==> src/fp_format_pkg.sv <==
// Single-precision number format definitions
// Field widths, the operand layout, operand analysis flags
// and the one-hot class mask used by the non-computational FPU
package fp_format_pkg;

  // ------------------------------------------------------------
  // Format widths
  // ------------------------------------------------------------
  localparam int unsigned EXP_BITS = 8;
  localparam int unsigned MAN_BITS = 23;
  localparam int unsigned WIDTH    = 1 + EXP_BITS + MAN_BITS;

  // ------------------------------------------------------------
  // Operand and result word
  // ------------------------------------------------------------
  typedef struct packed {
    logic                sign;
    logic [EXP_BITS-1:0] exponent;
    logic [MAN_BITS-1:0] mantissa;
  } fp_t;

  // Result word seen as a float or as an integer boolean
  typedef union packed {
    fp_t              fp;
    logic [WIDTH-1:0] word;
  } fp_word_u;

  // Operand class flags
  typedef struct packed {
    logic normal;
    logic subnormal;
    logic zero;
    logic inf;
    logic nan;
    logic signalling;
  } fp_info_t;

  // One-hot class codes, bit 0 upward
  typedef enum logic [9:0] {
    NEGINF     = 10'b00_0000_0001,
    NEGNORM    = 10'b00_0000_0010,
    NEGSUBNORM = 10'b00_0000_0100,
    NEGZERO    = 10'b00_0000_1000,
    POSZERO    = 10'b00_0001_0000,
    POSSUBNORM = 10'b00_0010_0000,
    POSNORM    = 10'b00_0100_0000,
    POSINF     = 10'b00_1000_0000,
    SNAN       = 10'b01_0000_0000,
    QNAN       = 10'b10_0000_0000
  } classmask_e;

  // Positive quiet NaN with only the quiet bit set
  localparam fp_t CANON_QNAN = '{
    sign:     1'b0,
    exponent: '1,
    mantissa: {1'b1, {(MAN_BITS-1){1'b0}}}
  };

endpackage

==> src/fp_op_pkg.sv <==
// Operation encodings and transaction types
// Opcodes, sub-operation codes, IEEE status flags and the
// request, response and per-part response structs
package fp_op_pkg;

  // ------------------------------------------------------------
  // Operation codes
  // ------------------------------------------------------------
  typedef enum logic [1:0] {
    SGNJ     = 2'd0,
    MINMAX   = 2'd1,
    CMP      = 2'd2,
    CLASSIFY = 2'd3
  } op_e;

  // Sub-operation meaning depends on the operation
  typedef logic [1:0] sub_op_e;

  // Sign injection
  localparam sub_op_e SUB_SGNJ  = 2'd0;
  localparam sub_op_e SUB_SGNJN = 2'd1;
  localparam sub_op_e SUB_SGNJX = 2'd2;
  localparam sub_op_e SUB_PASS  = 2'd3;
  // Minimum / maximum
  localparam sub_op_e SUB_MIN   = 2'd0;
  localparam sub_op_e SUB_MAX   = 2'd1;
  // Comparison
  localparam sub_op_e SUB_LE    = 2'd0;
  localparam sub_op_e SUB_LT    = 2'd1;
  localparam sub_op_e SUB_EQ    = 2'd2;

  // ------------------------------------------------------------
  // Status and transactions
  // ------------------------------------------------------------
  typedef struct packed {
    logic NV;  // invalid operation
    logic DZ;
    logic OF;
    logic UF;
    logic NX;
  } status_t;

  localparam int unsigned TAG_BITS = 4;

  typedef struct packed {
    fp_format_pkg::fp_t  a;
    fp_format_pkg::fp_t  b;
    op_e                 op;
    sub_op_e             sub_op;
    logic                op_mod;
    logic [TAG_BITS-1:0] tag;
  } fp_req_t;

  typedef struct packed {
    fp_format_pkg::fp_word_u   result;
    status_t                   status;
    logic                      ext_bit;
    fp_format_pkg::classmask_e class_mask;
    logic                      is_class;
    logic [TAG_BITS-1:0]       tag;
  } fp_rsp_t;

  // What each result part hands to the selector
  typedef struct packed {
    fp_format_pkg::fp_word_u result;
    status_t                 status;
    logic                    ext_bit;
  } part_rsp_t;

  // Ordering conditions shared by both parts
  typedef struct packed {
    logic any_nan;
    logic signalling_nan;
    logic equal;
    logic a_smaller;
  } order_t;

endpackage

==> src/fp_operand_analyzer.sv <==
// Operand analyzer
// Decodes both operands into class flags and works out the
// NaN, equality and ordering conditions in one place
`timescale 1ns/1ps

module fp_operand_analyzer (
  input  fp_format_pkg::fp_t     a_i,
  input  fp_format_pkg::fp_t     b_i,
  output fp_format_pkg::fp_info_t info_a_o,
  output fp_format_pkg::fp_info_t info_b_o,
  output fp_op_pkg::order_t       order_o
);

  import fp_format_pkg::*;

  logic [WIDTH-1:0] a_word;
  logic [WIDTH-1:0] b_word;

  // Same decode for both operands
  function automatic fp_info_t classify_operand(fp_t value);
    fp_info_t info;
    logic     exp_ones;
    logic     exp_zero;
    logic     man_zero;
    exp_ones = &value.exponent;
    exp_zero = ~|value.exponent;
    man_zero = ~|value.mantissa;
    info.normal     = ~exp_zero & ~exp_ones;
    info.subnormal  = exp_zero & ~man_zero;
    info.zero       = exp_zero & man_zero;
    info.inf        = exp_ones & man_zero;
    info.nan        = exp_ones & ~man_zero;
    // Quiet bit clear marks a signalling NaN
    info.signalling = info.nan & ~value.mantissa[MAN_BITS-1];
    return info;
  endfunction

  assign info_a_o = classify_operand(a_i);
  assign info_b_o = classify_operand(b_i);

  // ------------------------------------------------------------
  // Shared ordering conditions
  // ------------------------------------------------------------
  assign a_word = a_i;
  assign b_word = b_i;

  assign order_o.any_nan        = info_a_o.nan | info_b_o.nan;
  assign order_o.signalling_nan = info_a_o.signalling | info_b_o.signalling;
  // Plus and minus zero compare equal
  assign order_o.equal          = (a_word == b_word) | (info_a_o.zero & info_b_o.zero);
  // Magnitude order on the raw words, flipped once a sign is set
  assign order_o.a_smaller      = (a_word < b_word) ^ (a_i.sign | b_i.sign);

endmodule

==> src/fp_sign_minmax.sv <==
// Sign-and-order result part
// Produces the sign-injection result and the minimum/maximum
// result side by side, each with its flags and extension bit
`timescale 1ns/1ps

module fp_sign_minmax (
  input  fp_format_pkg::fp_t      a_i,
  input  fp_format_pkg::fp_t      b_i,
  input  fp_format_pkg::fp_info_t info_a_i,
  input  fp_format_pkg::fp_info_t info_b_i,
  input  fp_op_pkg::order_t       order_i,
  input  fp_op_pkg::sub_op_e      sub_op_i,
  input  logic                    op_mod_i,
  output fp_op_pkg::part_rsp_t    sgnj_o,
  output fp_op_pkg::part_rsp_t    minmax_o
);

  import fp_format_pkg::*;
  import fp_op_pkg::*;

  // ------------------------------------------------------------
  // Sign injection
  // ------------------------------------------------------------
  always_comb begin : sign_injection
    fp_t sgnj_val;
    // Magnitude always comes from operand A
    sgnj_val = a_i;
    unique case (sub_op_i)
      SUB_SGNJ:  sgnj_val.sign = b_i.sign;
      SUB_SGNJN: sgnj_val.sign = ~b_i.sign;
      SUB_SGNJX: sgnj_val.sign = a_i.sign ^ b_i.sign;
      SUB_PASS:  sgnj_val      = a_i;
      default:   sgnj_val      = a_i;
    endcase
    // No exceptions from sign injection
    sgnj_o           = '0;
    sgnj_o.result.fp = sgnj_val;
    // op_mod asks for integer sign extension of the result
    sgnj_o.ext_bit   = op_mod_i ? sgnj_val.sign : 1'b1;
  end

  // ------------------------------------------------------------
  // Minimum / maximum
  // ------------------------------------------------------------
  always_comb begin : min_max
    minmax_o           = '0;
    // Quiet comparison, only sNaN is invalid
    minmax_o.status.NV = order_i.signalling_nan;
    // Float result, NaN-boxed in a wider register
    minmax_o.ext_bit   = 1'b1;
    if (info_a_i.nan && info_b_i.nan) begin
      minmax_o.result.fp = CANON_QNAN;
    end else if (info_a_i.nan) begin
      // The number wins over a single NaN
      minmax_o.result.fp = b_i;
    end else if (info_b_i.nan) begin
      minmax_o.result.fp = a_i;
    end else begin
      unique case (sub_op_i)
        SUB_MIN: minmax_o.result.fp = order_i.a_smaller ? a_i : b_i;
        SUB_MAX: minmax_o.result.fp = order_i.a_smaller ? b_i : a_i;
        default: minmax_o.result.fp = CANON_QNAN;
      endcase
    end
  end

endmodule

==> src/fp_compare_class.sv <==
// Compare-and-classify result part
// Produces the boolean comparison word with its invalid flag
// and the one-hot class mask of operand A
`timescale 1ns/1ps

module fp_compare_class (
  input  fp_format_pkg::fp_t         a_i,
  input  fp_format_pkg::fp_info_t    info_a_i,
  input  fp_op_pkg::order_t          order_i,
  input  fp_op_pkg::sub_op_e         sub_op_i,
  input  logic                       op_mod_i,
  output fp_op_pkg::part_rsp_t       cmp_o,
  output fp_format_pkg::classmask_e  class_mask_o
);

  import fp_format_pkg::*;
  import fp_op_pkg::*;

  // ------------------------------------------------------------
  // Comparisons
  // ------------------------------------------------------------
  always_comb begin : comparison
    logic cmp_bit;
    cmp_bit = 1'b0;
    cmp_o   = '0;
    if (order_i.signalling_nan) begin
      // sNaN compares false and is always invalid
      cmp_o.status.NV = 1'b1;
    end else begin
      unique case (sub_op_i)
        SUB_LE: begin
          // Signalling relation, any NaN is invalid
          if (order_i.any_nan) cmp_o.status.NV = 1'b1;
          else cmp_bit = (order_i.a_smaller | order_i.equal) ^ op_mod_i;
        end
        SUB_LT: begin
          if (order_i.any_nan) cmp_o.status.NV = 1'b1;
          else cmp_bit = (order_i.a_smaller & ~order_i.equal) ^ op_mod_i;
        end
        SUB_EQ: begin
          // Quiet relation, NaN is simply unequal
          if (order_i.any_nan) cmp_bit = op_mod_i;
          else cmp_bit = order_i.equal ^ op_mod_i;
        end
        default: cmp_bit = 1'b0;
      endcase
    end
    // Boolean lands in bit 0 of an integer word
    cmp_o.result.word = {{(WIDTH-1){1'b0}}, cmp_bit};
    cmp_o.ext_bit     = 1'b0;
  end

  // ------------------------------------------------------------
  // Classification of operand A
  // ------------------------------------------------------------
  always_comb begin : classify
    if (info_a_i.normal) begin
      class_mask_o = a_i.sign ? NEGNORM : POSNORM;
    end else if (info_a_i.subnormal) begin
      class_mask_o = a_i.sign ? NEGSUBNORM : POSSUBNORM;
    end else if (info_a_i.zero) begin
      class_mask_o = a_i.sign ? NEGZERO : POSZERO;
    end else if (info_a_i.inf) begin
      class_mask_o = a_i.sign ? NEGINF : POSINF;
    end else if (info_a_i.signalling) begin
      class_mask_o = SNAN;
    end else begin
      // Only quiet NaN is left
      class_mask_o = QNAN;
    end
  end

endmodule

==> src/fp_result_select.sv <==
// Result selector
// Picks the part response by operation and builds the full
// response with class mask, class flag and tag attached
`timescale 1ns/1ps

module fp_result_select (
  input  fp_op_pkg::op_e                 op_i,
  input  logic [fp_op_pkg::TAG_BITS-1:0] tag_i,
  input  fp_op_pkg::part_rsp_t           sgnj_i,
  input  fp_op_pkg::part_rsp_t           minmax_i,
  input  fp_op_pkg::part_rsp_t           cmp_i,
  input  fp_format_pkg::classmask_e      class_mask_i,
  output fp_op_pkg::fp_rsp_t             rsp_o
);

  import fp_op_pkg::*;

  part_rsp_t part_sel;

  always_comb begin : select_part
    unique case (op_i)
      SGNJ:     part_sel = sgnj_i;
      MINMAX:   part_sel = minmax_i;
      CMP:      part_sel = cmp_i;
      // Class result travels on the mask, word and flags stay clear
      CLASSIFY: part_sel = '0;
      default:  part_sel = '0;
    endcase
  end

  // ------------------------------------------------------------
  // Response assembly
  // ------------------------------------------------------------
  assign rsp_o.result     = part_sel.result;
  assign rsp_o.status     = part_sel.status;
  assign rsp_o.ext_bit    = part_sel.ext_bit;
  // Mask rides along for every op and is only meaningful with is_class
  assign rsp_o.class_mask = class_mask_i;
  assign rsp_o.is_class   = (op_i == CLASSIFY);
  assign rsp_o.tag        = tag_i;

endmodule

==> src/fp_pipe_stages.sv <==
// Output pipeline
// NumPipeRegs valid/ready register stages carrying the response
// Ready runs backward combinationally, a bubble can be overwritten
`timescale 1ns/1ps

module fp_pipe_stages #(
  parameter int unsigned NumPipeRegs = 2
) (
  input  logic               clk_i,
  input  logic               rst_n_i,
  input  logic               in_valid_i,
  input  fp_op_pkg::fp_rsp_t in_rsp_i,
  output logic               in_ready_o,
  output logic               out_valid_o,
  output fp_op_pkg::fp_rsp_t out_rsp_o,
  input  logic               out_ready_i
);

  import fp_op_pkg::*;

  // Index i holds the response after i register stages
  fp_rsp_t pipe_rsp_q   [0:NumPipeRegs];
  logic    pipe_valid_q [0:NumPipeRegs];
  logic    pipe_ready   [0:NumPipeRegs];

  // Stage 0 is the combinational input
  assign pipe_rsp_q[0]   = in_rsp_i;
  assign pipe_valid_q[0] = in_valid_i;
  assign in_ready_o      = pipe_ready[0];

  // ------------------------------------------------------------
  // Register stages
  // ------------------------------------------------------------
  for (genvar i = 0; i < NumPipeRegs; i++) begin : gen_stage
    logic reg_ena;

    // Advance when downstream takes data or holds only a bubble
    assign pipe_ready[i] = pipe_ready[i+1] | ~pipe_valid_q[i+1];

    always_ff @(posedge clk_i or negedge rst_n_i) begin
      if (!rst_n_i) begin
        pipe_valid_q[i+1] <= 1'b0;
      end else if (pipe_ready[i]) begin
        pipe_valid_q[i+1] <= pipe_valid_q[i];
      end
    end

    // Load payload only for a real transfer
    assign reg_ena = pipe_ready[i] & pipe_valid_q[i];

    always_ff @(posedge clk_i) begin
      if (reg_ena) begin
        pipe_rsp_q[i+1] <= pipe_rsp_q[i];
      end
    end
  end

  // Last stage faces the consumer
  assign pipe_ready[NumPipeRegs] = out_ready_i;
  assign out_valid_o             = pipe_valid_q[NumPipeRegs];
  assign out_rsp_o               = pipe_rsp_q[NumPipeRegs];

endmodule

==> src/fp_noncomp_top.sv <==
// Non-computational single-precision FPU
// Sign injection, min/max, comparison and classification with
// a valid/ready handshake and NumPipeRegs output register stages
`timescale 1ns/1ps

module fp_noncomp_top #(
  parameter int unsigned NumPipeRegs = 2
) (
  input  logic               clk_i,
  input  logic               rst_n_i,
  input  logic               in_valid_i,
  input  fp_op_pkg::fp_req_t req_i,
  output logic               in_ready_o,
  output logic               out_valid_o,
  output fp_op_pkg::fp_rsp_t rsp_o,
  input  logic               out_ready_i
);

  import fp_format_pkg::*;
  import fp_op_pkg::*;

  fp_info_t   info_a;
  fp_info_t   info_b;
  order_t     order;
  part_rsp_t  sgnj_rsp;
  part_rsp_t  minmax_rsp;
  part_rsp_t  cmp_rsp;
  classmask_e class_mask;
  fp_rsp_t    rsp_d;

  // ------------------------------------------------------------
  // Operand analysis
  // ------------------------------------------------------------
  fp_operand_analyzer fp_operand_analyzer_i (
    .a_i      ( req_i.a ),
    .b_i      ( req_i.b ),
    .info_a_o ( info_a  ),
    .info_b_o ( info_b  ),
    .order_o  ( order   )
  );

  // ------------------------------------------------------------
  // Result parts
  // ------------------------------------------------------------
  fp_sign_minmax fp_sign_minmax_i (
    .a_i      ( req_i.a      ),
    .b_i      ( req_i.b      ),
    .info_a_i ( info_a       ),
    .info_b_i ( info_b       ),
    .order_i  ( order        ),
    .sub_op_i ( req_i.sub_op ),
    .op_mod_i ( req_i.op_mod ),
    .sgnj_o   ( sgnj_rsp     ),
    .minmax_o ( minmax_rsp   )
  );

  fp_compare_class fp_compare_class_i (
    .a_i          ( req_i.a      ),
    .info_a_i     ( info_a       ),
    .order_i      ( order        ),
    .sub_op_i     ( req_i.sub_op ),
    .op_mod_i     ( req_i.op_mod ),
    .cmp_o        ( cmp_rsp      ),
    .class_mask_o ( class_mask   )
  );

  // Operation decode happens only here
  fp_result_select fp_result_select_i (
    .op_i         ( req_i.op   ),
    .tag_i        ( req_i.tag  ),
    .sgnj_i       ( sgnj_rsp   ),
    .minmax_i     ( minmax_rsp ),
    .cmp_i        ( cmp_rsp    ),
    .class_mask_i ( class_mask ),
    .rsp_o        ( rsp_d      )
  );

  // ------------------------------------------------------------
  // Output pipeline
  // ------------------------------------------------------------
  fp_pipe_stages #(
    .NumPipeRegs ( NumPipeRegs )
  ) fp_pipe_stages_i (
    .clk_i       ( clk_i       ),
    .rst_n_i     ( rst_n_i     ),
    .in_valid_i  ( in_valid_i  ),
    .in_rsp_i    ( rsp_d       ),
    .in_ready_o  ( in_ready_o  ),
    .out_valid_o ( out_valid_o ),
    .out_rsp_o   ( rsp_o       ),
    .out_ready_i ( out_ready_i )
  );

endmodule

==> config.mk <==
export PLATFORM = sky130hd
export DESIGN_NAME = fp_noncomp_top
export DESIGN_NICKNAME = d
export VERILOG_FILES = /design/src/fp_format_pkg.sv /design/src/fp_op_pkg.sv /design/src/fp_operand_analyzer.sv /design/src/fp_sign_minmax.sv /design/src/fp_compare_class.sv /design/src/fp_result_select.sv /design/src/fp_pipe_stages.sv /design/src/fp_noncomp_top.sv
export SDC_FILE = /design/constraint.sdc
export NUM_CORES = 1
export LEC_CHECK = 0
export BUFFER_PORTS_ARGS = -buffer_cell sky130_fd_sc_hd__buf_4
export CORE_MARGIN = 1
export CORE_UTILIZATION = 41
export CTS_BUF_LIST = sky130_fd_sc_hd__clkbuf_8 sky130_fd_sc_hd__clkbuf_16
export DETAILED_ROUTE_END_ITERATION = 10
export GPL_ROUTABILITY_DRIVEN = 0
export SLEW_MARGIN = 40
export SYNTH_ARGS = -nofsm -noshare
export SYNTH_HDL_FRONTEND = slang
export SYNTH_HIERARCHICAL = 1
export SYNTH_SLANG_ARGS = --single-unit
==> constraint.sdc <==
create_clock -name clk_i -period 3.59 [get_ports clk_i]
set_clock_uncertainty 0.1 [all_clocks]
set_input_delay 0.718 -clock clk_i [delete_from_list [all_inputs] [get_ports clk_i]]
set_output_delay 0.718 -clock clk_i [all_outputs]
set_load 0.005 [all_outputs]
==> results.json <==
{
  "outcome": "finished, final reports clean",
  "first_pass_iters": 6,
  "hold_path_class": "in2async",
  "start_util": 0.4233,
  "grt_max_degree": 54,
  "layout_commonest_cell": "buf_4",
  "path_cells": "buf_4, inv_1, ha_1, nand4_1, nor2_1, a221o_1, o311a_1, a211oi_2, buf_4, xnor2_2, buf_4, nor3_1, nor3_1, o2bb2ai_1",
  "startpoint": "req_i[18]",
  "dieArea_mm2": 0.01858,
  "mostFrequentLayoutCells": "162 x buf_4, 106 x edfxtp_1, 70 x nand3_1",
  "slowest_stage": "a221o_1",
  "wl_per_cell_um": 18.44,
  "clk_latency_ps": 360,
  "hpwl_um": 12830,
  "ir_drop_mv": 0.2627,
  "grt_pass1_vias": 5150,
  "core_area_mm2": 0.01748,
  "cts-root-buf": "clkbuf_16",
  "hold_viol": 0,
  "drtIter0Drc": 517,
  "grt_first_pass_wirelength_um": 27680,
  "period_needed_ps": 3399,
  "yosysWarningCount": 6,
  "worst_slew_pin_slew_ps": 806.6,
  "die_h_um": 136.3,
  "ff2ff_path_depth": 3,
  "rows": 48,
  "rsz0062_at_grt": "false",
  "critPathRequiredTime_ps": 3580,
  "cts_sinks": 108,
  "overflow": 0,
  "max_freq_ghz": 0.2942,
  "p_total_mw": 3.288,
  "p_per_area_mw_per_mm2": 398.5,
  "drt-total-wl_um": 18000,
  "num_antenna_cells": 0,
  "grt_util_all_layers": 0.1981,
  "post-cts-setup-buffers": 0,
  "reg2reg_to": "fp_pipe_stages_i/out_rsp_o[27]$_DFFE_PP_",
  "fin_crit_sh": 0.9468,
  "clockBufferDepth": 2,
  "timing.rr.start": "fp_pipe_stages_i/out_valid_o$_DFFE_PN0P_",
  "worst-path-max-fanout": 9,
  "cap_viol_max_count": 0,
  "fillCellCount": 1585,
  "cp_common_cell": "buf_4",
  "ff2ff_setup_slack_ps": 1870,
  "slew_headroom": 0.4623,
  "worstSetupStartpointType": "primary input",
  "cp-end-kind": "flop",
  "ctsHoldBuffers": 0,
  "clkSlewWorstSetupHoldPaths_ps": 70,
  "io_pins": 132,
  "hold_slack_ps": 32.04,
  "drcViolationCount": 0,
  "fp.dieW_um": 136.3,
  "nets": 857,
  "syn_avg_cell_area_um2": 10.55,
  "postRouteAntennaNets": 0,
  "timing.critical_path.to": "fp_pipe_stages_i/pipe_rsp_q[104]$_DFFE_PP_",
  "num_vias": 5341,
  "cts_inserted_buffers": 9,
  "path_class": "in2reg",
  "mappedNetlistArea_mm2": 0.007397,
  "drive_gt1_frac": 0.2676,
  "vias_per_cell": 5.472,
  "worst_ep_arrival_time_ps": 3390,
  "syn_to_final_growth_pct": 11.55,
  "slowest_delay_ps": 370,
  "leakage_nw": 3.491,
  "syn_inst": 701,
  "setup_viol": 0,
  "grt_antenna_before_repair": 0,
  "io_buffers": 131,
  "slew_viol_final": 0,
  "htreeDepth": 3,
  "cts_tree": "done"
}
## worst min path at each step
stage	end	slack [ps]
3_3_place_gp	fp_pipe_stages_i/out_rsp_o[17]$_DFFE_PP_	300
2_1_floorplan	fp_pipe_stages_i/out_rsp_o[0]$_DFFE_PP_	300
3_5_place_dp	fp_pipe_stages_i/out_rsp_o[39]$_DFFE_PP_	300
5_1_grt	fp_pipe_stages_i/out_valid_o$_DFFE_PN0P_	20
6_report	fp_pipe_stages_i/out_valid_o$_DFFE_PN0P_	30
4_1_cts	fp_pipe_stages_i/out_valid_o$_DFFE_PN0P_	10
## per-layer routing
metal | up-vias | GRT usage | routed length (um)
met4 | 0 | 0.07778 | 435
met1 | 2539 | 0.2584 | 7768
met2 | 260 | 0.3206 | 8662
li1 | 2505 | - | -
met3 | 37 | 0.03990 | 1133
met5 | - | 0 | 0
## worst max-delay path: cells and delay by family
kind                     cells  cell delay (ps)
AO/OA/AOI/OAI                4             1210
AND/OR/NAND/NOR              4              570
buffers and inverters        4              510
adder cells (fa/ha/maj)      1              300
XOR/XNOR                     1               80
## registers in the layout (all words and copies together) (netlist names)
name and cells:
fp_pipe_stages_i/out_rsp_o 53, fp_pipe_stages_i/pipe_rsp_q 53, fp_pipe_stages_i/out_valid_o 1, fp_pipe_stages_i/pipe_valid_q 1
## per-stage QoR
stage	util	TNS (ps)	worst slack [ps]	cell area, um^2	instances
2_1_floorplan	-	0	195.7	7559	744
3_3_place_gp	0.4534	-2867	-130.3	7924	961
3_5_place_dp	0.4534	-2881	-183.3	7924	961
4_1_cts	0.4718	0	188.4	8245	976
5_1_grt	0.4722	0	9.304	8252	976
6_report	0.4722	0	191.2	8252	976
## area by class of cell
cell class	instances	area (um^2)	share of cell area
inverter	38	142.6	0.01729
clock inverter	6	96.34	0.01168
tap	225	281.5	0.03412
timing repair buffer	169	1356	0.1644
multi-input combinational	421	2917	0.3535
clock buffer	9	225.2	0.02729
sequential	108	3233	0.3918
## power by group
part	total (mW)	internal, mW	switching [mW]
registers	1.54	1.51	0.0291
clock network	1.09	0.617	0.469
logic	0.661	0.304	0.357
total	3.29	2.43	0.856
## what timing repair did
action | in CTS | in global routing
gates resized for setup | 0 | 1
endpoints found under the setup margin | 0 | 1
hold endpoints to repair | 0 | 0
Note: power is estimated with default switching activity, not from simulation.
